File: src/verilog/memPkg.sv
package memPkg;

    // memory op carried from execute, opNone is a plain alu pass-through
    typedef enum logic [3:0] {
        opNone = 4'd0,
        opLb   = 4'd1,
        opLbu  = 4'd2,
        opLh   = 4'd3,
        opLhu  = 4'd4,
        opLw   = 4'd5,
        opSb   = 4'd6,
        opSh   = 4'd7,
        opSw   = 4'd8
    } memOpType;

    // cp0 cause ExcCode values
    typedef logic [4:0] excType;

    localparam excType excNone = 5'd0;
    localparam excType excAdEL = 5'd4;    // misaligned load
    localparam excType excAdES = 5'd5;    // misaligned store

    // instruction record from the execute side
    typedef struct packed {
        memOpType    op;
        logic [31:0] addr;         // alu result, also the effective address
        logic [31:0] storeData;
        logic [4:0]  dst;
    } memReqT;

    // one data bus transfer, word addressed
    typedef struct packed {
        logic        write;
        logic [29:0] wordAddr;
        logic [3:0]  wstrb;
        logic [31:0] wdata;
    } busReqT;

    // record handed to write-back
    typedef struct packed {
        logic [4:0]  dst;
        logic [31:0] data;
        excType      exc;
        logic [31:0] badVAddr;
    } wbT;

    function automatic logic isLoad(memOpType op);
        return (op == opLb) || (op == opLbu) || (op == opLh) ||
               (op == opLhu) || (op == opLw);
    endfunction

    function automatic logic isStore(memOpType op);
        return (op == opSb) || (op == opSh) || (op == opSw);
    endfunction

endpackage

File: src/verilog/storeFormat.sv
`timescale 1ns/1ps

// alignment check plus strobe and lane forming for the latched instruction
module storeFormat (
    input  memPkg::memReqT cur,
    output memPkg::busReqT fmtReq,
    output memPkg::excType fmtExc
);

    logic [1:0] offs;

    assign offs = cur.addr[1:0];

    always_comb begin
        fmtReq.write    = memPkg::isStore(cur.op);
        fmtReq.wordAddr = cur.addr[31:2];
        fmtReq.wstrb    = 4'b0000;
        fmtReq.wdata    = cur.storeData;
        fmtExc          = memPkg::excNone;

        case (cur.op)
            memPkg::opLh, memPkg::opLhu: begin
                if (offs[0])
                    fmtExc = memPkg::excAdEL;
            end
            memPkg::opLw: begin
                if (offs != 2'b00)
                    fmtExc = memPkg::excAdEL;
            end
            memPkg::opSb: begin
                fmtReq.wstrb = 4'b0001 << offs;
                fmtReq.wdata = {4{cur.storeData[7:0]}};    // byte on every lane
            end
            memPkg::opSh: begin
                fmtReq.wstrb = offs[1] ? 4'b1100 : 4'b0011;
                fmtReq.wdata = {2{cur.storeData[15:0]}};
                if (offs[0])
                    fmtExc = memPkg::excAdES;
            end
            memPkg::opSw: begin
                fmtReq.wstrb = 4'b1111;
                if (offs != 2'b00)
                    fmtExc = memPkg::excAdES;
            end
            default: begin
                fmtReq.wstrb = 4'b0000;    // loads and pass-through write nothing
            end
        endcase
    end

endmodule
File: config.mk
export PLATFORM = sky130hd
export DESIGN_NAME = storeFormat
export DESIGN_NICKNAME = d
export VERILOG_FILES = /design/src/verilog/memPkg.sv /design/src/verilog/storeFormat.sv
export SDC_FILE = /design/constraint.sdc
export NUM_CORES = 1
export LEC_CHECK = 0
export BUFFER_PORTS_ARGS = -buffer_cell sky130_fd_sc_hd__buf_2
export CAP_MARGIN = 20
export CORE_AREA = 2 2 57 59
export DETAILED_ROUTE_END_ITERATION = 12
export DIE_AREA = 0 0 59 61
export PLACE_DENSITY = 0.82
export SYNTH_ARGS = -nofsm -noshare
export SYNTH_HDL_FRONTEND = slang
export SYNTH_SLANG_ARGS = --single-unit
File: constraint.sdc
create_clock -name vclk -period 2.4
set_clock_uncertainty 0.1 [all_clocks]
set_input_delay 0.24 -clock vclk [all_inputs]
set_output_delay 0.24 -clock vclk [all_outputs]
set_load 0.03 [all_outputs]
==> results.py <==
metrics = {
    "floorplan": {
        "io_pins": 145,
        "initial_core_util_pct": 27.1,
        "die_h_um": 61,
        "placementRows": 20,
        "fp.coreArea_um2": 2950,
        "die_w_um": 59,
        "die_area_um2": 3600,
    },
    "min_path": {
        "min_path_cells": 0,
        "min_path_type": "primary input to primary output",
    },
    "global_routing": {
        "grt_max_degree": 28,
        "antenna_found_initial": 0,
        "grt_overflow": 0,
        "grt_pass1_wl_mm": 3.16,
        "track_usage_pct": 11.1,
        "grt_pass1_vias": 697,
    },
    "power_and_ir_drop": {
        "swShare_pct": 66.8,
        "power_density_nw_per_um2": 259,
        "seq_power_share_pct": 0,
        "clkPwrFrac_pct": 0,
        "p_int_w": 0.0000776,
        "power_leakage_nw": 0.582,
        "ir_drop_mv": 0.103,
        "combPwrFrac_pct": 100.0,
        "p_switching_w": 0.000156,
    },
    "placed_design": {
        "dpl.hpwl_mm": 1.88,
        "portBuffers": 77,
        "gp_congestion": 0.629,
        "dpl_cell_area_um2": 902,
    },
    "worst_setup_path": {
        "cp_max_fo": 15,
        "cpMostUsedCell": "buf_2",
        "path_cells": "buf_2, or4b_1, o21bai_1, o21ai_0, buf_2",
        "startpoint_type": "primary input",
        "cp.buffers_inverters": 2,
        "crit_type": "primary input to primary output",
        "path_depth": 5,
        "crit_family": "simple AND/OR/NAND/NOR gates",
        "cp.required_ns": 2.06,
        "critical_path_arrival_ns": 1.63,
        "cpMaxStageDelayCell": "or4b_1",
        "critPathCapture": "fmtExc[2]",
        "max_stage_delay_ns": 0.66,
        "crit_path_start": "cur[69]",
        "endpoint_kind": "primary output",
    },
    "yosys": {
        "synth_area_um2": 801,
        "ys_seq_area_share_pct": 0,
        "ys_types": 21,
        "syn_inst": 126,
        "syn_avg_cell_area_um2": 6.36,
        "ys_warn_count": 0,
    },
    "timing": {
        "setup_viol": 0,
        "timing.final.crit_period_ns": 1.97,
        "max_freq_mhz": 508,
        "rsz0062_at_grt": "false",
        "post-route-period-util_pct": 82.1,
        "hold_violations": 0,
        "tns_ns": 0,
        "worst_pin_slew_ns": 0.507,
        "max_slew_margin_pct": 66.1,
        "maxSlewViolCount": 0,
    },
    "cells_and_area": {
        "synthToLayoutAreaGrowth_pct": 12.7,
        "seqCellArea_um2": 0,
        "final_area_um2": 902,
        "diodes": 0,
        "drive_gt1_share_pct": 54.7,
        "seq_cell_count": 0,
        "clock_buffers": 0,
        "final_cell_mix": "77 x buf_2, 36 x nand2_1, 9 x o21ai_0",
        "nets": 234,
        "final_common_cell": "buf_2",
    },
    "clocking": {
        "postCtsHoldBufs": 0,
        "post_cts_buffers": 0,
        "cts_resized": 0,
    },
    "drt": {
        "drc": 0,
        "drt_iter0_drc": 4,
        "drt_pre_antenna_iters": 2,
        "drtAntennaViolNets": 0,
        "vias": 888,
        "post_drt_wl_per_cell_um": 11.8,
        "finalWirelength_mm": 2.27,
        "via_per_inst": 4.63,
    },
    "outcome": {
        "status": "complete, no violations",
    },
    "flow_run": {
        "max_cap_violations": 0,
    },
}
==> synth_stat cells <==
master / instances / area share, %
o21ai_0: 9 / 5.6
a21oi_1: 1 / 0.62
o31a_1: 1 / 1.1
inv_1: 2 / 0.94
nand3b_1: 1 / 0.94
nand2b_1: 1 / 0.78
nand3_1: 4 / 2.5
nor2_1: 1 / 0.47
buf_2: 2 / 1.3
or4b_1: 1 / 1.3
o31ai_1: 2 / 1.9
nand2_1: 36 / 17
mux2_2: 8 / 11
nor2_2: 1 / 0.78
mux2i_1: 8 / 10
conb_1: 1 / 0.47
clkbuf_1: 3 / 1.4
buf_6: 1 / 1.4
buf_4: 41 / 38
o21bai_1: 1 / 0.94
and3b_1: 1 / 1.1
==> layer usage <==
metal,GRT usage [%],routed length (um)
met4,3.57,54
met2,21.0,1100
met5,0,0
met1,13.0,913
met3,1.28,199
==> power groups by stage <==
| stage | clock network [W] | logic, W | registers, W |
|---|---|---|---|
| after floorplan | 0 | 0.000259 | 0 |
| after global placement | 0 | 0.000233 | 0 |
| after detailed placement | 0 | 0.000236 | 0 |
| after CTS | 0 | 0.000236 | 0 |
| after global routing | 0 | 0.000251 | 0 |
| final | 0 | 0.000234 | 0 |
==> final cells by class <==
cell class / instances / area, um^2
fillers: 337 / 2050
multi-input cells: 79 / 460
repair buffers: 78 / 393
well taps: 33 / 41.3
inverters: 2 / 7.51
==> kinds of logic after synthesis <==
logic type / after synthesis / synth area share [%]
AO/OA/AOI/OAI: 14 / 10.2
multiplexers: 16 / 21.3
other: 1 / 0.468
AND/OR/NAND/NOR: 46 / 24.7
buffers and inverters: 49 / 43.4
==> through the flow <==
step | util (%) | setup slack, ns | power, W | hold WS (ns) | std cells
after floorplan | - | 0.585 | 0.000259 | 0.512 | 128
after global routing | 30.6 | 0.347 | 0.000251 | 0.380 | 192
final | 30.6 | 0.430 | 0.000234 | 0.380 | 192
after CTS | 30.6 | 0.424 | 0.000236 | 0.380 | 192
after global placement | 30.6 | 0.455 | 0.000233 | 0.380 | 192
after detailed placement | 30.6 | 0.430 | 0.000236 | 0.380 | 192
==> worst min-delay path by stage <==
| stage | startpoint | to | slack (ns) |
|---|---|---|---|
| 2_1_floorplan | cur[5] | fmtReq[0] | 0.51 |
| 3_3_place_gp | cur[41] | fmtReq[38] | 0.38 |
| 3_5_place_dp | cur[41] | fmtReq[38] | 0.38 |
| 4_1_cts | cur[41] | fmtReq[38] | 0.38 |
| 5_1_grt | cur[39] | fmtReq[36] | 0.38 |
| 6_report | cur[55] | fmtReq[52] | 0.38 |
No activity file was read; power rests on OpenSTA's default activity.
