File: src/verilog/memPkg.sv
package memPkg;

    // memory op carried from execute, opNone is a plain alu pass-through
    typedef enum logic [3:0] {
        opNone = 4'd0,
        opLb   = 4'd1,
        opLbu  = 4'd2,
        opLh   = 4'd3,
        opLhu  = 4'd4,
        opLw   = 4'd5,
        opSb   = 4'd6,
        opSh   = 4'd7,
        opSw   = 4'd8
    } memOpType;

    // cp0 cause ExcCode values
    typedef logic [4:0] excType;

    localparam excType excNone = 5'd0;
    localparam excType excAdEL = 5'd4;    // misaligned load
    localparam excType excAdES = 5'd5;    // misaligned store

    // instruction record from the execute side
    typedef struct packed {
        memOpType    op;
        logic [31:0] addr;         // alu result, also the effective address
        logic [31:0] storeData;
        logic [4:0]  dst;
    } memReqT;

    // one data bus transfer, word addressed
    typedef struct packed {
        logic        write;
        logic [29:0] wordAddr;
        logic [3:0]  wstrb;
        logic [31:0] wdata;
    } busReqT;

    // record handed to write-back
    typedef struct packed {
        logic [4:0]  dst;
        logic [31:0] data;
        excType      exc;
        logic [31:0] badVAddr;
    } wbT;

    function automatic logic isLoad(memOpType op);
        return (op == opLb) || (op == opLbu) || (op == opLh) ||
               (op == opLhu) || (op == opLw);
    endfunction

    function automatic logic isStore(memOpType op);
        return (op == opSb) || (op == opSh) || (op == opSw);
    endfunction

endpackage

File: src/verilog/dbusMaster.sv
`timescale 1ns/1ps

// data bus sequencer, four phase req/ack, builds the write-back record
module dbusMaster (
    input  logic           clk,
    input  logic           rst,
    input  memPkg::memReqT cur,
    input  logic           curValid,
    input  memPkg::busReqT fmtReq,
    input  memPkg::excType fmtExc,
    output memPkg::busReqT busReq,
    output logic           breq,
    input  logic           back,
    input  logic [31:0]    brdata,
    output logic           stall,
    output logic           done,
    output memPkg::wbT     wb,
    output logic           wbValid
);

    typedef enum logic [1:0] {
        sIdle,
        sRequest,    // breq high, waiting for back
        sRelease,    // breq low, waiting for back to drop
        sFinish
    } stateT;

    stateT       state;
    logic        needBus;
    logic        quickDone;
    logic [31:0] rdWord;    // word returned by the ram
    logic [7:0]  laneByte;
    logic [15:0] laneHalf;

    assign needBus   = (cur.op != memPkg::opNone) && (fmtExc == memPkg::excNone);
    assign quickDone = (state == sIdle) && curValid && !needBus;

    assign breq    = (state == sRequest);
    assign wbValid = quickDone || (state == sFinish);
    assign done    = wbValid;
    // pass-through and faulting ops never hold the pipe
    assign stall   = (state != sIdle) || (curValid && needBus);

    always_ff @(posedge clk) begin
        if (rst) begin
            state <= sIdle;
        end else begin
            case (state)
                sIdle: begin
                    if (curValid && needBus)
                        state <= sRequest;
                end
                sRequest: begin
                    if (back)
                        state <= sRelease;
                end
                sRelease: begin
                    if (!back)
                        state <= sFinish;
                end
                default: begin
                    state <= sIdle;
                end
            endcase
        end
    end

    // request held stable for the whole handshake
    always_ff @(posedge clk) begin
        if (state == sIdle && curValid && needBus)
            busReq <= fmtReq;
        if (state == sRequest && back)
            rdWord <= brdata;
    end

    assign laneByte = rdWord[{cur.addr[1:0], 3'b000} +: 8];
    assign laneHalf = cur.addr[1] ? rdWord[31:16] : rdWord[15:0];

    always_comb begin
        wb.dst      = cur.dst;
        wb.data     = '0;
        wb.exc      = fmtExc;
        wb.badVAddr = '0;

        if (fmtExc != memPkg::excNone) begin
            wb.badVAddr = cur.addr;
            if (memPkg::isLoad(cur.op))
                wb.dst = '0;    // no register update on a faulting load
        end else begin
            case (cur.op)
                memPkg::opLb:   wb.data = {{24{laneByte[7]}}, laneByte};
                memPkg::opLbu:  wb.data = {24'h0, laneByte};
                memPkg::opLh:   wb.data = {{16{laneHalf[15]}}, laneHalf};
                memPkg::opLhu:  wb.data = {16'h0, laneHalf};
                memPkg::opLw:   wb.data = rdWord;
                memPkg::opNone: wb.data = cur.addr;    // alu result
                default:        wb.data = '0;          // stores
            endcase
        end
    end

endmodule

File: config.mk
export PLATFORM = sky130hd
export DESIGN_NAME = dbusMaster
export DESIGN_NICKNAME = d
export VERILOG_FILES = /design/src/verilog/memPkg.sv /design/src/verilog/dbusMaster.sv
export SDC_FILE = /design/constraint.sdc
export NUM_CORES = 1
export LEC_CHECK = 0
export BUFFER_PORTS_ARGS = -buffer_cell sky130_fd_sc_hd__buf_2
export CORE_AREA = 4 4 126 128
export DETAILED_ROUTE_END_ITERATION = 10
export DIE_AREA = 0 0 130 132
export PLACE_DENSITY = 0.64
export RECOVER_POWER = 50
export SETUP_SLACK_MARGIN = 0.15
export SLEW_MARGIN = 20
export SYNTH_ARGS = -nofsm -noshare
export SYNTH_HDL_FRONTEND = slang
export SYNTH_SLANG_ARGS = --single-unit
File: constraint.sdc
create_clock -name clk -period 9.1 [get_ports clk]
set_input_delay 1.365 -clock clk [delete_from_list [all_inputs] [get_ports clk]]
set_output_delay 1.365 -clock clk [all_outputs]
set_load 0.02 [all_outputs]
==> impl_metrics.json, run 1 <==
{
  "cpMostUsedCell": "buf_2",
  "final_nets": 776,
  "drive_above_1_share_pct": 49.1,
  "finClkSkew_ns": 0.00482,
  "whs_ns": 0.662,
  "synth_cells": 309,
  "startpoint_type": "primary input",
  "setup_ws_ns": 4.24,
  "crit_chain": "buf_2 > mux4_2 > o2111ai_2 > a21oi_1 > buf_2",
  "dieArea_um2": 17200,
  "p_int_mw": 0.775,
  "met1_length_mm": 5.41,
  "port_buffers": 293,
  "period_share_pct": 53.4,
  "firstDrtPassIters": 6,
  "grt_pass1_wl_mm": 21.5,
  "wl_met3_mm": 1.93,
  "peakVddDrop_mv": 0.127,
  "grt_start_max_net_pins": 68,
  "finalHoldViolCount": 0,
  "grt_setup_unrepaired": "no",
  "cts.sinks": 101,
  "reg2reg_setup_slack_ns": 6.61,
  "layout.area.seq_um2": 3010,
  "avgSynthCellArea_um2": 14.4,
  "crit_required_ns": 7.74,
  "multiInputGateArea_um2": 1300,
  "htree_levels": 3,
  "numCtsBuffers": 9,
  "tightest_slew_ns": 1.83,
  "die_w_um": 130,
  "wl_met2_mm": 7.04,
  "wl_per_cell_um": 18.7,
  "failed_checks": "max-capacitance violations, max-slew violations",
  "outcome": "finished, violations left",
  "core-area_um2": 14900,
  "ios": 326,
  "drtAntennaViolNets": 0,
  "syn-cell-area_um2": 4450,
  "finalInstanceArea_um2": 6300,
  "cts_root_buffer": "clkbuf_16",
  "num_vias": 3747,
  "relSlewSlack_pct": -22.0,
  "clk_path_buf_depth": 2,
  "viasPerCell": 4.77,
  "ys_async_sr_fraction_pct": 0,
  "grt_antenna_before_repair": 6,
  "synth.yosys.seq_area_share_pct": 67.7,
  "tns_ns": 0,
  "path_class": "in2out",
  "cp-end-kind": "output pin",
  "synth-edff-count": 99,
  "min-delay-start": "state[1]",
  "critPathSlowestCell": "o2111ai_2",
  "p_leak_nw": 2.54,
  "start_util_pct": 30.0,
  "clk_latency_ns": 0.35,
  "synth_top_area_share_pct": 66.8,
  "pre_cts_ws_ns": 4.26,
  "r2r-start": "state[1]",
  "crit_fanout": 21,
  "max_freq_mhz": 206,
  "first_global_vias": 3824,
  "setup_violations": 0,
  "grtUsageTotal_pct": 16.6,
  "synth_flop_cell": "edfxtp_1",
  "place_hpwl_mm": 11.6,
  "layout_common_cells": "buf_2, edfxtp_1, clkbuf_1",
  "cts_resized": 0,
  "fillers": 1434,
  "synth_top_area_cell": "edfxtp_1",
  "drv_cap": 1,
  "critPathArrivalTime_ns": 3.49,
  "ys_ff_latch": 101,
  "p_sw_share_pct": 25.7,
  "synth_area_leaders": "edfxtp_1, and2_1, a21oi_1",
  "p_clk_share_pct": 36.2,
  "yosys_warnings": 0,
  "power-per-cell-area_nw_per_um2": 166,
  "cts_tree": "yes",
  "switchingPower_mw": 0.268,
  "top_layer_used": "met5",
  "drt_wl_total_mm": 14.7,
  "gp_congestion": 0.835,
  "hold_class": "reg2reg",
  "cts_setup_buffers": 0,
  "clk_pin_slew_ns": 0.07,
  "slew_viol_final": 33,
  "drt_iter0_drc": 215,
  "layout_commonest_cell": "buf_2",
  "critPathMaxStageDelay_ns": 0.71,
  "fin_util_pct": 42.4,
  "startpoint": "cur[38]",
  "synth_nets": 495,
  "die_h_um": 132,
  "drc": 0,
  "cts_hold_buf": 0,
  "rows": 45,
  "synth_cell_types": 42,
  "gr-total-overflow": 0,
  "synthToLayoutAreaGrowth_pct": 41.5,
  "seq_power_share_pct": 51.1,
  "placed_area_um2": 6060,
  "pwr-share-comb_pct": 12.7,
  "min_period_ns": 4.86
}
==> metrics by stage <==
| step | total power [mW] | instances |
|---|---|---|
| 2_1_floorplan | 0.616 | 309 |
| 6_report | 1.04 | 786 |
| 5_1_grt | 1.09 | 784 |
| 3_3_place_gp | 0.674 | 767 |
| 3_5_place_dp | 0.678 | 767 |
| 4_1_cts | 1.06 | 783 |
==> synthesized netlist by cell type (all sizes together), types with 2 or more instances <==
cell and instances:
mux2i 2, and2 40, buf 19, a21oi 33, a211o 2, nand2b 6, dfxtp 2, mux2 14
a31oi 2, a222oi 14, a22oi 18, clkbuf 8, inv 4, ha 5, nand2 9, edfxtp 99
o21ai 8, nor2 5
==> logic make-up after synthesis <==
logic type	Yosys count	share of synthesized area [%]
DFF	101	67.7
AOI/OAI and AO/OA	86	13.5
and+or+nand+nor	68	9.10
buffers and inverters	31	3.65
muxes	17	4.50
adders and majority gates	5	1.40
xor gates and xnor gates	1	0.197
==> state kept, by name, indices dropped and copies added (netlist names) <==
| signal | cells |
|---|---|
| state | 2 |
| busReq | 67 |
| rdWord | 32 |
==> final cells by class <==
class | count | area share [%]
Timing Repair Buffer | 297 | 22.8
Clock inverter | 7 | 1.09
Clock buffer | 9 | 3.57
Sequential cell | 101 | 47.8
Tap cell | 188 | 3.73
Multi-Input combinational cell | 177 | 20.6
Antenna cell | 3 | 0.119
Inverter | 4 | 0.238
==> power by group through the flow <==
stage	clock network (mW)	logic (mW)	registers, mW
after floorplan	0	0.0724	0.544
final	0.377	0.133	0.533
after global placement	0	0.131	0.543
after CTS	0.391	0.135	0.532
after detailed placement	0	0.135	0.543
after global routing	0.411	0.144	0.534
==> worst max-delay path, delay by kind of cell <==
kind	cells	cell delay (ns)
muxes	1	0.60
AOI/OAI and AO/OA	2	0.88
buffers and inverters	2	0.64
==> metal layers <==
| metal | GRT usage (%) | vias up |
|---|---|---|
| met2 | 26.6 | 214 |
| met4 | 5.95 | 8 |
| li1 | - | 1770 |
| met3 | 8.63 | 27 |
| met5 | 0 | - |
| met1 | 18.9 | 1728 |
==> worst paths after layout <==
| kind | to | cells after the start |
|---|---|---|
| worst max-delay path | wb[67] | 5 |
| worst min-delay path | state[1] | 3 |
| worst max register to register | rdWord[28] | 4 |
| worst min register to register | state[1] | 3 |
(Power assumes the default switching activity.)
==> inputs of run 2 (changes only) <==
--- a/config.mk
+++ b/config.mk
@@ -6,10 +6,10 @@
 export NUM_CORES = 1
 export LEC_CHECK = 0
 export BUFFER_PORTS_ARGS = -buffer_cell sky130_fd_sc_hd__buf_2
-export CORE_AREA = 4 4 126 128
+export CORE_AREA = 4 4 125 127
 export DETAILED_ROUTE_END_ITERATION = 10
-export DIE_AREA = 0 0 130 132
-export PLACE_DENSITY = 0.64
+export DIE_AREA = 0 0 129 131
+export PLACE_DENSITY = 0.67
 export RECOVER_POWER = 50
 export SETUP_SLACK_MARGIN = 0.15
 export SLEW_MARGIN = 20
==> constraint.sdc (replaced) <==
create_clock -name clk -period 4.1 [get_ports clk]
set_input_delay 0.615 -clock clk [delete_from_list [all_inputs] [get_ports clk]]
set_output_delay 0.615 -clock clk [all_outputs]
set_load 0.02 [all_outputs]
==> run 2 against run 1 <==
The run still ends with max-capacitance violations, max-slew violations left. Sequential share of layout area rose by 0.31 points. Register-to-register slack got worse by 5.0 ns. Sequential power rose by 120%. Setup slack got worse by 3.3 ns. Clock power rose by 120%. Via count rose by 1.3%. Cell area fell by 0.64%. Combinational power rose by 120%. Clock skew rose by 0.0028 ns. Global-route usage rose by 0.37 points. Cell count fell by 0.76%. Critical path type unchanged. Largest cell class unchanged. Largest power group unchanged. Highest routed layer unchanged.
==> impl_metrics.json, run 2 (synthesized netlist as in run 1, its figures left out) <==
{
  "drc": 0,
  "finalHoldViolCount": 0,
  "layout_common_cells": "buf_2, edfxtp_1, clkbuf_1",
  "drive_above_1_share_pct": 44.1,
  "top_register": "busReq",
  "final_nets": 777,
  "cts_resized": 0,
  "placed_area_um2": 6060,
  "critPathArrivalTime_ns": 2.56,
  "die_h_um": 131,
  "rows": 44,
  "setup_violations": 0,
  "gr-total-overflow": 0,
  "cp-end-kind": "output pin",
  "startpoint_type": "primary input",
  "cts_setup_buffers": 0,
  "numCtsBuffers": 9,
  "firstDrtPassIters": 6,
  "drv_cap": 1,
  "peakVddDrop_mv": 0.302,
  "finClkSkew_ns": 0.00763,
  "startpoint": "cur[38]",
  "min_period_ns": 3.18,
  "fillers": 1416,
  "path_class": "in2out",
  "first_global_vias": 3925,
  "ios": 326,
  "core-area_um2": 14400,
  "htree_levels": 3,
  "largest_register_ffs": 67,
  "setup_ws_ns": 0.920,
  "grt_setup_unrepaired": "no",
  "wl_per_cell_um": 18.9,
  "die_w_um": 129,
  "crit_required_ns": 3.48,
  "grtUsageTotal_pct": 17.0,
  "power-per-cell-area_nw_per_um2": 368,
  "grt_antenna_before_repair": 4,
  "failed_checks": "max-capacitance violations, max-slew violations",
  "drt_wl_total_mm": 14.8,
  "slew_viol_final": 33,
  "hold_depth": 1,
  "r2r-start": "state[1]",
  "worstRegToRegCells": 4,
  "clk_pin_slew_ns": 0.08,
  "cts.sinks": 101,
  "finalInstanceArea_um2": 6260,
  "hold_end": "busReq[24]",
  "clk_path_buf_depth": 2,
  "rr_endpoint": "rdWord[22]",
  "dieArea_um2": 16900,
  "relSlewSlack_pct": -19.5,
  "drtAntennaViolNets": 0,
  "min-delay-start": "fmtReq[24]",
  "cts_hold_buf": 0,
  "pre_cts_ws_ns": 0.842,
  "outcome": "finished, violations left",
  "gp_congestion": 0.866,
  "n_antenna_cell": 0,
  "drt_iter0_drc": 181,
  "clk_latency_ns": 0.34,
  "hold_class": "in2reg",
  "grt_start_max_net_pins": 68,
  "max_freq_mhz": 314,
  "synthToLayoutAreaGrowth_pct": 40.6,
  "port_buffers": 293,
  "viasPerCell": 4.86,
  "reg2reg_setup_slack_ns": 1.63,
  "cts_root_buffer": "clkbuf_16",
  "crit_fanout": 21,
  "layout_commonest_cell": "buf_2",
  "tightest_slew_ns": 1.79,
  "period_share_pct": 77.6,
  "num_vias": 3794,
  "tns_ns": 0,
  "cts_tree": "yes",
  "p_leak_nw": 2.47,
  "grt_pass1_wl_mm": 21.5,
  "reg_top3": "busReq (67), rdWord (32), state (2)",
  "place_hpwl_mm": 11.8,
  "start_util_pct": 30.9
}
[run 2: worst max-delay path, stage by stage]
cell and delay [ns]:
buf_2 0.43, mux4_2 0.59, o2111ai_2 0.36, buf_4 0.27, a21oi_1 0.09, buf_2 0.19
[run 2: per-stage QoR]
stage	hold WS, ns	total power [mW]	std cells	utilization, %
2_1_floorplan	0.598	1.37	309	-
3_5_place_dp	0.652	1.51	764	42.0
3_3_place_gp	0.612	1.50	764	42.0
5_1_grt	0.421	2.42	780	43.4
6_report	0.439	2.30	780	43.4
4_1_cts	0.422	2.34	780	44.1
[run 2: power breakdown]
| group | total (mW) | leakage, nW | internal [mW] | switching (mW) |
|---|---|---|---|---|
| clock network | 0.824 | 0.144 | 0.430 | 0.394 |
| logic | 0.295 | 1.41 | 0.124 | 0.172 |
| registers | 1.18 | 0.909 | 1.17 | 0.0158 |
| total | 2.30 | 2.47 | 1.72 | 0.582 |
[run 2: layer usage]
layer / global-route usage, % / wire length, um / up-vias
li1: - / - / 1763
met1: 18.9 / 5100 / 1754
met2: 28.0 / 7270 / 244
met3: 8.21 / 2050 / 25
met4: 6.92 / 297 / 8
met5: 0 / 57 / -
[run 2: how the worst max path moves through the flow]
stage                           end  slack (ns)
after CTS                    wb[62]        0.84
after global routing         wb[64]        0.80
final                        wb[59]        0.92
after global placement       wb[66]        0.87
after floorplan           busReq[0]        0.80
after detailed placement     wb[62]        0.84
[run 2: layout make-up]
cell class | count | area (um2) | share of cell area [%]
Sequential cell | 101 | 3010 | 48.1
Multi-Input combinational cell | 177 | 1300 | 20.8
Tap cell | 184 | 230 | 3.68
Clock buffer | 10 | 229 | 3.66
Inverter | 4 | 15.0 | 0.240
Timing Repair Buffer | 298 | 1410 | 22.5
Clock inverter | 6 | 65.1 | 1.04
