**config.mk**
```make
export PLATFORM = sky130hd
export DESIGN_NAME = memEntryReg
export DESIGN_NICKNAME = d
export VERILOG_FILES = /design/src/verilog/memPkg.sv /design/src/verilog/memEntryReg.sv
export SDC_FILE = /design/constraint.sdc
export NUM_CORES = 1
export LEC_CHECK = 0
export BUFFER_PORTS_ARGS = -buffer_cell sky130_fd_sc_hd__buf_4
export CELL_PAD_IN_SITES_DETAIL_PLACEMENT = 1
export CELL_PAD_IN_SITES_GLOBAL_PLACEMENT = 2
export CORE_ASPECT_RATIO = 1.25
export CORE_MARGIN = 2
export CORE_UTILIZATION = 27
export CTS_BUF_LIST = sky130_fd_sc_hd__clkbuf_2 sky130_fd_sc_hd__clkbuf_4 sky130_fd_sc_hd__clkbuf_8
export DETAILED_ROUTE_END_ITERATION = 16
export PLACE_DENSITY = 0.78
export SLEW_MARGIN = 20
export SYNTH_ARGS = -nofsm -noshare
export SYNTH_HDL_FRONTEND = slang
export SYNTH_SLANG_ARGS = --single-unit
```
**constraint.sdc**
```tcl
create_clock -name clk -period 7 [get_ports clk]
set_clock_uncertainty 0.15 [all_clocks]
set_input_delay 0.35 -clock clk [delete_from_list [all_inputs] [get_ports clk]]
set_output_delay 0.35 -clock clk [all_outputs]
set_load 0.05 [all_outputs]
```
**src/verilog/memPkg.sv**
```systemverilog
package memPkg;

    // memory op carried from execute, opNone is a plain alu pass-through
    typedef enum logic [3:0] {
        opNone = 4'd0,
        opLb   = 4'd1,
        opLbu  = 4'd2,
        opLh   = 4'd3,
        opLhu  = 4'd4,
        opLw   = 4'd5,
        opSb   = 4'd6,
        opSh   = 4'd7,
        opSw   = 4'd8
    } memOpType;

    // cp0 cause ExcCode values
    typedef logic [4:0] excType;

    localparam excType excNone = 5'd0;
    localparam excType excAdEL = 5'd4;    // misaligned load
    localparam excType excAdES = 5'd5;    // misaligned store

    // instruction record from the execute side
    typedef struct packed {
        memOpType    op;
        logic [31:0] addr;         // alu result, also the effective address
        logic [31:0] storeData;
        logic [4:0]  dst;
    } memReqT;

    // one data bus transfer, word addressed
    typedef struct packed {
        logic        write;
        logic [29:0] wordAddr;
        logic [3:0]  wstrb;
        logic [31:0] wdata;
    } busReqT;

    // record handed to write-back
    typedef struct packed {
        logic [4:0]  dst;
        logic [31:0] data;
        excType      exc;
        logic [31:0] badVAddr;
    } wbT;

    function automatic logic isLoad(memOpType op);
        return (op == opLb) || (op == opLbu) || (op == opLh) ||
               (op == opLhu) || (op == opLw);
    endfunction

    function automatic logic isStore(memOpType op);
        return (op == opSb) || (op == opSh) || (op == opSw);
    endfunction

endpackage

```
**src/verilog/memEntryReg.sv**
```systemverilog
`timescale 1ns/1ps

// MEM stage register between execute and the memory access logic
module memEntryReg (
    input  logic           clk,
    input  logic           rst,
    input  logic           wr,
    input  logic           flush,
    input  logic           stall,
    input  logic           done,       // record leaves this cycle
    input  memPkg::memReqT req,
    output memPkg::memReqT cur,
    output logic           curValid
);

    always_ff @(posedge clk) begin
        if (rst) begin
            cur.op   <= memPkg::opNone;
            cur.dst  <= '0;
            curValid <= 1'b0;
        end else if (!stall && flush) begin
            // bubble, addr and storeData are don't care
            cur.op   <= memPkg::opNone;
            cur.dst  <= '0;
            curValid <= 1'b0;
        end else if (!stall && wr) begin
            cur      <= req;
            curValid <= 1'b1;    // back to back pass-through keeps it set
        end else if (done) begin
            curValid <= 1'b0;
        end
    end

endmodule

```
==> out/qor_table.md, run 1 <==
| Quantity | This run | Unit |
| --- | --- | --- |
| Outcome | finished, final reports clean | - |
| Residual overflow from global routing | 0 | - |
| Share of synthesized area occupied by flip-flops and latches | 0.898 | - |
| Mean cell area of the mapped netlist | 21.1 | um2 |
| Top cell type by total area after synthesis | sky130_fd_sc_hd__edfxtp_1 | - |
| Half-perimeter wire length of the detailed placement result | 4.64 | mm |
| Max-cap violations | 0 | - |
| Endpoint type of the worst setup path | flop | - |
| Layer carrying the most global-route usage | met2 | - |
| # nets final | 353 | - |
| Type of element launching the critical path | input pin | - |
| Worst ir drop on vdd | 0.111 | mV |
| Flop and latch count out of synthesis | 74 | - |
| Total negative slack | 0 | ps |
| Global routing met1 resource utilization | 0.128 | - |
| Clock transition at the register clock pins on the worst setup and hold paths after CTS | 80 | ps |
| Number of antenna violations at the first check in global routing | 0 | - |
| Number of detailed-route iterations in the first pass | 4 | - |
| Synth warn | 0 | - |
| Post-synthesis simple-gate area fraction | 0.0349 | - |
| Number of buffers and inverters on the critical path | 2 | - |
| TritonCTS clock tree | built | - |
| Maximum number of pins on one net before global-route repair | 65 | - |
| Transition time at the pin with the least slew margin | 816 | ps |
| Chip width | 87.7 | um |
| Number of hold-slack violations in the final timing report | 0 | - |
| Fraction of met3 tracks used by global routing | 0.0626 | - |
| Adder and majority gate portion of the synthesized area | 0 | - |
| Area of the multi-input gates | 185 | um2 |
| Number of failing setup endpoints in the final timing report | 0 | - |
| Commonest cells in the synthesized netlist | 64 x sky130_fd_sc_hd__edfxtp_1, 11 x sky130_fd_sc_hd__nand2b_1, 10 x sky130_fd_sc_hd__dfxtp_1, 10 x sky130_fd_sc_hd__inv_1, 9 x sky130_fd_sc_hd__o32ai_1 | - |
| Critical path startpoint | stall | - |
| Reg-to-reg critical path startpoint | cur[72] | - |
| Routing usage on met2 | 0.209 | - |
| Maximum clock frequency | 0.617 | GHz |
| Most frequently used cell type in the post-synthesis netlist | sky130_fd_sc_hd__edfxtp_1 | - |
| Num rows | 38 | - |
| Distinct cell type count of the synthesized netlist | 12 | - |
| Ratio of cells with drive above 1 in the final layout | 0.606 | - |
| Slowest cell on crit path | sky130_fd_sc_hd__buf_4 | - |
| Ratio of total power to cell area | 241 | mW/mm2 |
| Floorplan die area | 0.00952 | mm2 |
| Shortest clock period the worst path allows after layout | 1620 | ps |
| Initial core utilization | 0.275 | - |
| Share of the synthesized area in the top cell type | 0.813 | - |
| Critical Setup Path Class | input pin to flop | - |
| Cell repeated most along the worst path | sky130_fd_sc_hd__buf_4 | - |
| Count of buffers from port buffering | 152 | - |
| Global placer's final weighted congestion | 0.676 | - |
| Number of top-level pins | 153 | - |
| Most frequently used flop master after synthesis | sky130_fd_sc_hd__edfxtp_1 | - |
| DR vias/cell | 4.03 | - |
| Number of setup buffers added after CTS | 0 | - |
| Complex-gate fraction of the synthesized area | 0.0413 | - |
| Final ANT Viol Nets | 0 | - |
| RSZ-0062 raised after global routing | no | - |
| Standard cell core area | 0.00861 | mm2 |
| Post-cts sizing count | 0 | - |
| Vias after detailed routing | 1607 | - |
| Combinational family with the most area after synthesis | compound AO/OA/AOI/OAI gates | - |
| Layout area overhead | 63.0 | % |
| Delay contributed by the slowest stage of the critical path | 640 | ps |
| Leading post-synthesis cells by cell area | sky130_fd_sc_hd__edfxtp_1 81%, sky130_fd_sc_hd__dfxtp_1 8.5%, sky130_fd_sc_hd__o32ai_1 3.3%, sky130_fd_sc_hd__nand2b_1 2.9%, sky130_fd_sc_hd__inv_1 1.6% | - |
| Ordered cell list for the critical path | buf_4 -> nand2b_1 -> nor3_2 -> buf_4 | - |
| WP data required | 6820 | ps |
| Number of buffers inserted for hold repair after clock tree synthesis | 0 | - |
| Post-Place Setup Slack | 5010 | ps |
| Area used by sequential logic in the layout | 0.00212 | mm2 |
| Number of diodes added for antenna fixing | 0 | - |
| Headroom to the max-slew limit | 0.456 | - |
| Share of the cycle needed by the critical path after routing | 0.231 | - |
| Filler cell count | 888 | - |
| Drt wl/cell | 15.3 | um |
| DRC violation total after the first TritonRoute iteration | 33 | - |
| Floorplan die height | 109 | um |
| Clk root buf | sky130_fd_sc_hd__clkbuf_8 | - |
| Inserted Clock Buffers | 9 | - |
| Worst hold path class | input pin to flop | - |
| CTS H-Tree Depth | 3 | - |
| Total routing resource utilization after global routing | 0.124 | - |
| DRC violation count after routing | 0 | - |
| Top cell family by delay on the critical path | buffers and inverters | - |
| Fraction of registers with async set/reset | 0 | - |
| Global-route wire length before repair | 8.54 | mm |
| Number of nets produced by synthesis | 191 | - |
| Mux cell area share after synthesis | 0 | - |
| Worst endpoint data arrival time | 1440 | ps |
| Clock Path Buffers | 2 | - |
| Setup slack of the most critical reg-to-reg path | 6040 | ps |
| Worst Hold Launch | req[61] | - |
| Final worst slack | 5380 | ps |
| Xor/xnor cell area share of the yosys netlist | 0 | - |
| Synthesized cell area | 0.00236 | mm2 |
| Clock latency reported for the late side of the worst-skew pair | 330 | ps |
| Final Max Slew Viols | 0 | - |
| Via count of the first global-routing pass | 1652 | - |
| Count of flip-flops with a built-in enable after synthesis | 64 | - |
| Leakage power | 1.56 | nW |
| Crit path max fanout | 64 | - |
| Post-synthesis cell count | 112 | - |
| CTS Sinks | 74 | - |
| Final wirelength | 6.10 | mm |
## area by class of cell
class | count | share of cell area
clock buffer | 12 | 0.0380
clock inverter | 4 | 0.0110
inverter | 10 | 0.00974
multi-input combinational | 24 | 0.0481
sequential | 74 | 0.551
tap | 120 | 0.0390
timing repair buffer | 155 | 0.303
## layout by cell type, fill, tap and decap left out
cell / netlist / final
sky130_fd_sc_hd__buf_4: 0 / 153
sky130_fd_sc_hd__edfxtp_1: 64 / 64
sky130_fd_sc_hd__nand2b_1: 11 / 11
sky130_fd_sc_hd__inv_1: 10 / 10
sky130_fd_sc_hd__dfxtp_1: 10 / 10
sky130_fd_sc_hd__o32ai_1: 9 / 9
sky130_fd_sc_hd__clkbuf_8: 0 / 9
sky130_fd_sc_hd__clkbuf_4: 0 / 3
sky130_fd_sc_hd__clkinv_1: 0 / 2
sky130_fd_sc_hd__dlygate4sd3_1: 0 / 2
sky130_fd_sc_hd__nor3_2: 0 / 1
sky130_fd_sc_hd__o21ba_2: 1 / 1
sky130_fd_sc_hd__or3b_1: 1 / 1
sky130_fd_sc_hd__a221oi_1: 1 / 1
sky130_fd_sc_hd__clkinv_2: 0 / 1
sky130_fd_sc_hd__bufinv_16: 0 / 1
## final timing paths
path | to | cells past startpoint
worst max register to register | cur[72] | 2
worst min register to register | cur[69] | 2
worst max-delay path | cur[11] | 4
worst min-delay path | cur[61] | 1
## where the power goes
group / switching, mW / internal (mW) / total (mW)
clock network: 0.144 / 0.174 / 0.318
registers: 0.00419 / 0.493 / 0.497
logic: 0.0655 / 0.0471 / 0.113
## logic make-up after synthesis
| kind of cell | after synthesis |
|---|---|
| AND/OR/NAND/NOR | 13 |
| AO/OA/AOI/OAI | 11 |
| flip-flops | 74 |
| buffers and inverters | 14 |
## metrics by stage
| stage | hold WS (ps) | std cells | instance area, um2 | utilization | total power [mW] |
|---|---|---|---|---|---|
| 2_1_floorplan | 299 | 112 | 2360 | - | 0.564 |
| 3_3_place_gp | 320 | 381 | 3640 | 0.423 | 0.617 |
| 3_5_place_dp | 316 | 381 | 3640 | 0.423 | 0.620 |
| 4_1_cts | 14.8 | 397 | 3830 | 0.445 | 0.938 |
| 5_1_grt | 2.38 | 399 | 3850 | 0.448 | 0.966 |
| 6_report | 31.2 | 399 | 3850 | 0.448 | 0.928 |
## routing by layer
metal / wire (um) / vias up
li1: - / 749
met1: 2120 / 746
met2: 3100 / 104
met3: 808 / 8
met4: 73 / 0
met5: 0 / -
## state kept, by name, summed over array words and instances (netlist names)
register	flops
cur	73
curValid	1
No activity file was read; power rests on OpenSTA's default activity.
==> run 2, diff against run 1 <==
--- a/config.mk
+++ b/config.mk
@@ -5,15 +5,16 @@
 export SDC_FILE = /design/constraint.sdc
 export NUM_CORES = 1
 export LEC_CHECK = 0
+export ABC_AREA = 1
 export BUFFER_PORTS_ARGS = -buffer_cell sky130_fd_sc_hd__buf_4
 export CELL_PAD_IN_SITES_DETAIL_PLACEMENT = 1
 export CELL_PAD_IN_SITES_GLOBAL_PLACEMENT = 2
 export CORE_ASPECT_RATIO = 1.25
 export CORE_MARGIN = 2
-export CORE_UTILIZATION = 27
+export CORE_UTILIZATION = 25
 export CTS_BUF_LIST = sky130_fd_sc_hd__clkbuf_2 sky130_fd_sc_hd__clkbuf_4 sky130_fd_sc_hd__clkbuf_8
 export DETAILED_ROUTE_END_ITERATION = 16
-export PLACE_DENSITY = 0.78
+export PLACE_DENSITY = 0.76
 export SLEW_MARGIN = 20
 export SYNTH_ARGS = -nofsm -noshare
 export SYNTH_HDL_FRONTEND = slang
==> constraint.sdc (replaced) <==
create_clock -name clk -period 1.4 [get_ports clk]
set_clock_uncertainty 0.15 [all_clocks]
set_input_delay 0.07 -clock clk [delete_from_list [all_inputs] [get_ports clk]]
set_output_delay 0.07 -clock clk [all_outputs]
set_load 0.05 [all_outputs]
==> run 2 against run 1 <==
  * Final area rose by 28%
  * Core utilization rose by 8.8 points
  * Routed wire length increased by 43%
  * Cell count is 25% higher
  * Setup slack worse by 5400 ps
  * Global-route usage is 4.0 points higher
  * Synthesized cell count increased by 1.8%
  * Register-to-register slack lost 5400 ps
  * Clock power grew to 5.1 times the previous value
  * Via count grew 29%
  * Critical path type unchanged
  * Critical endpoint is now cur[71]
  * Highest routed layer unchanged
==> out/qor_table.md, run 2 <==
| Quantity | This run | Unit | Delta |
| --- | --- | --- | --- |
| Worst endpoint data arrival time | 1470 | ps | +30 ps |
| Filler cell count | 953 | - | +7.3% |
| Worst ir drop on vdd | 0.414 | mV | +270% |
| DRC violation total after the first TritonRoute iteration | 36 | - | +9.1% |
| Setup slack of the most critical reg-to-reg path | 650 | ps | -5390 ps |
| Worst Hold Launch | flush | - |  |
| Drt wl/cell | 17.5 | um | +15% |
| Layout area overhead | 108 | % |  |
| Share of the cycle needed by the critical path after routing | 0.981 | - |  |
| Global placer's final weighted congestion | 0.741 | - | +9.5% |
| Number of detailed-route iterations in the first pass | 5 | - | +1 |
| Commonest non-fill, non-tap cell in the layout | sky130_fd_sc_hd__buf_4 | - |  |
| Mean cell area of the mapped netlist | 20.8 | um2 | -1.7% |
| Share of the synthesized area in the top cell type | 0.812 | - | -0.000860 |
| Clock Path Buffers | 2 | - | unchanged |
| Floorplan die height | 113 | um | +3.8% |
| Clock transition at the register clock pins on the worst setup and hold paths after CTS | 80 | ps | about the same |
| Inserted Clock Buffers | 9 | - | unchanged |
| CTS H-Tree Depth | 3 | - | unchanged |
| Headroom to the max-slew limit | 0.891 | - | +0.435 |
| DRC violation count after routing | 0 | - | unchanged |
| Most frequently used flop master after synthesis | sky130_fd_sc_hd__edfxtp_1 | - |  |
| Max-cap violations | 0 | - | unchanged |
| Flop and latch count out of synthesis | 74 | - | unchanged |
| Global-route wire length before repair | 12.6 | mm | +48% |
| Area of all placed cells without fillers | 0.00492 | mm2 | +28% |
| Count of flip-flops with a built-in enable after synthesis | 64 | - | unchanged |
| Worst hold path class | input pin to flop | - |  |
| Number of failing setup endpoints in the final timing report | 0 | - | unchanged |
| Maximum number of pins on one net before global-route repair | 36 | - | -45% |
| Chip width | 91.0 | um | +3.8% |
| Share of synthesized area occupied by flip-flops and latches | 0.897 | - | -0.000950 |
| Post-Place Setup Slack | 135 | ps | -4880 ps |
| Total negative slack | 0 | ps | unchanged |
| Max reg flops | 73 | - | unchanged |
| Clk root buf | sky130_fd_sc_hd__clkbuf_8 | - |  |
| Standard cell core area | 0.00917 | mm2 | +6.6% |
| Num rows | 39 | - | +2.6% |
| Initial core utilization | 0.258 | - | -0.0167 |
| Shortest clock period the worst path allows after layout | 1370 | ps |  |
| Number of hold-slack violations in the final timing report | 0 | - | unchanged |
| Outcome | finished, final reports clean | - |  |
| Synthesized cell area | 0.00237 | mm2 | +0.11% |
| Endpoint type of the worst setup path | flop | - |  |
| Total routing resource utilization after global routing | 0.164 | - | +0.0402 |
| Leakage power | 2.00 | nW | +28% |
| Maximum clock frequency | 0.728 | GHz |  |
| Type of element launching the critical path | input pin | - |  |
| DR vias/cell | 4.15 | - | +3.1% |
| Floorplan die area | 0.0103 | mm2 | +7.8% |
| Synth warn | 0 | - | unchanged |
| Reg-to-reg critical path startpoint | cur[70] | - |  |
| Post-synthesis cell count | 114 | - | +1.8% |
| Final Max Slew Viols | 0 | - | unchanged |
| Residual overflow from global routing | 0 | - | unchanged |
| Transition time at the pin with the least slew margin | 163 | ps | -652 ps |
| Via count of the first global-routing pass | 2257 | - | +37% |
| Number of antenna violations at the first check in global routing | 0 | - | unchanged |
| Final wirelength | 8.72 | mm | +43% |
| Vias after detailed routing | 2067 | - | +29% |
| Ratio of total power to cell area | 1040 | mW/mm2 | +330% |
| Count of buffers from port buffering | 152 | - | unchanged |
| Distinct cell type count of the synthesized netlist | 12 | - | unchanged |
| Critical Setup Path Class | input pin to flop | - |  |
| Register ranked first by flip-flop count | cur | - |  |
| WP data required | 1490 | ps | -5330 ps |
| Most frequently used cell type in the post-synthesis netlist | sky130_fd_sc_hd__edfxtp_1 | - |  |
| Fraction of registers with async set/reset | 0 | - | unchanged |
| Half-perimeter wire length of the detailed placement result | 5.06 | mm | +9.1% |
| Clock latency reported for the late side of the worst-skew pair | 340 | ps | about the same |
| Number of nets produced by synthesis | 193 | - | +1.0% |
| Leading cell types in the layout, fill and taps excluded | 154 x sky130_fd_sc_hd__buf_4, 84 x sky130_fd_sc_hd__dlygate4sd3_1, 64 x sky130_fd_sc_hd__edfxtp_1, 10 x sky130_fd_sc_hd__nand2_1, 10 x sky130_fd_sc_hd__dfxtp_1 | - |  |
| Number of top-level pins | 153 | - | unchanged |
| Top cell type by total area after synthesis | sky130_fd_sc_hd__edfxtp_1 | - |  |
| Commonest cells in the synthesized netlist | 64 x sky130_fd_sc_hd__edfxtp_1, 10 x sky130_fd_sc_hd__dfxtp_1, 10 x sky130_fd_sc_hd__nand2_1 | - |  |
| Ratio of cells with drive above 1 in the final layout | 0.520 | - | -0.0857 |
| Final ANT Viol Nets | 0 | - | unchanged |
| Crit path max fanout | 1 | - | -98% |
| # nets final | 450 | - | +27% |
| Number of diodes added for antenna fixing | 0 | - | unchanged |
| CTS Sinks | 74 | - | unchanged |
| Registers with the most flip-flops | cur (73), curValid (1) | - |  |
| Critical path startpoint | req[71] | - |  |
| Final worst slack | 27.2 | ps | -5350 ps |
| TritonCTS clock tree | built | - |  |
| Placed cell areas | 0.00369 | mm2 | +1.3% |
| RSZ-0062 raised after global routing | no | - |  |
| Leading post-synthesis cells by cell area | sky130_fd_sc_hd__edfxtp_1 81%, sky130_fd_sc_hd__dfxtp_1 8.5%, sky130_fd_sc_hd__a21oi_2 3.3%, sky130_fd_sc_hd__nand3_1 1.9%, sky130_fd_sc_hd__nand2_1 1.6% | - |  |
## run 2: power breakdown
part	internal [mW]	switching, mW
Sequential	2.49	0.0335
Clock	0.869	0.743
Combinational	0.452	0.508
Total	3.81	1.28
## run 2: stage by stage
step | util | total power, mW | cells | hold WS, ps
2_1_floorplan | - | 2.96 | 114 | 18.9
3_3_place_gp | 0.402 | 3.28 | 389 | 97.9
3_5_place_dp | 0.402 | 3.29 | 389 | 99.3
4_1_cts | 0.515 | 5.09 | 488 | 3.76
5_1_grt | 0.536 | 5.29 | 498 | 91.0
6_report | 0.536 | 5.10 | 498 | 92.8
## run 2: critical path, cell delays in order
cell and delay, ps:
sky130_fd_sc_hd__dlygate4sd3_1 530, sky130_fd_sc_hd__buf_4 130, sky130_fd_sc_hd__nand3_1 70, sky130_fd_sc_hd__dlygate4sd3_1 590, sky130_fd_sc_hd__a21oi_2 60
## run 2: kinds of logic after synthesis
family / count (synthesis) / share of synthesized area
and+or+nand+nor: 23 / 0.0455
DFF: 74 / 0.897
buffers and inverters: 7 / 0.0222
AOI/OAI and AO/OA: 10 / 0.0354
## run 2: worst paths after layout
| kind | to | cells past startpoint |
|---|---|---|
| max reg2reg | cur[70] | 2 |
| min | cur[3] | 5 |
| max | cur[71] | 5 |
| min reg2reg | cur[4] | 2 |
## run 2: final cells by class
type | count | area, um2 | share of cell area
multi-input cells | 33 | 201 | 0.0410
inverters | 3 | 26.3 | 0.00534
clock inverters | 3 | 41.3 | 0.00839
repair buffers | 250 | 2230 | 0.453
clock buffers | 12 | 146 | 0.0298
well taps | 123 | 154 | 0.0313
flip-flops and latches | 74 | 2120 | 0.431
## run 2: what timing repair did
| action | in CTS | in global routing |
|---|---|---|
| hold endpoints to repair | 75 | 0 |
| hold buffers | 84 | 0 |
| buffers inserted | 0 | 2 |
| gates resized for setup | 0 | 3 |
| setup endpoints to repair | 0 | 63 |
## run 2: routing by layer
| layer | global-route usage | up-vias | share of wire |
|---|---|---|---|
| li1 | - | 936 | - |
| met1 | 0.178 | 980 | 0.40 |
| met2 | 0.292 | 136 | 0.50 |
| met3 | 0.0632 | 15 | 0.084 |
| met4 | 0.0566 | 0 | 0.014 |
| met5 | 0 | - | 0 |
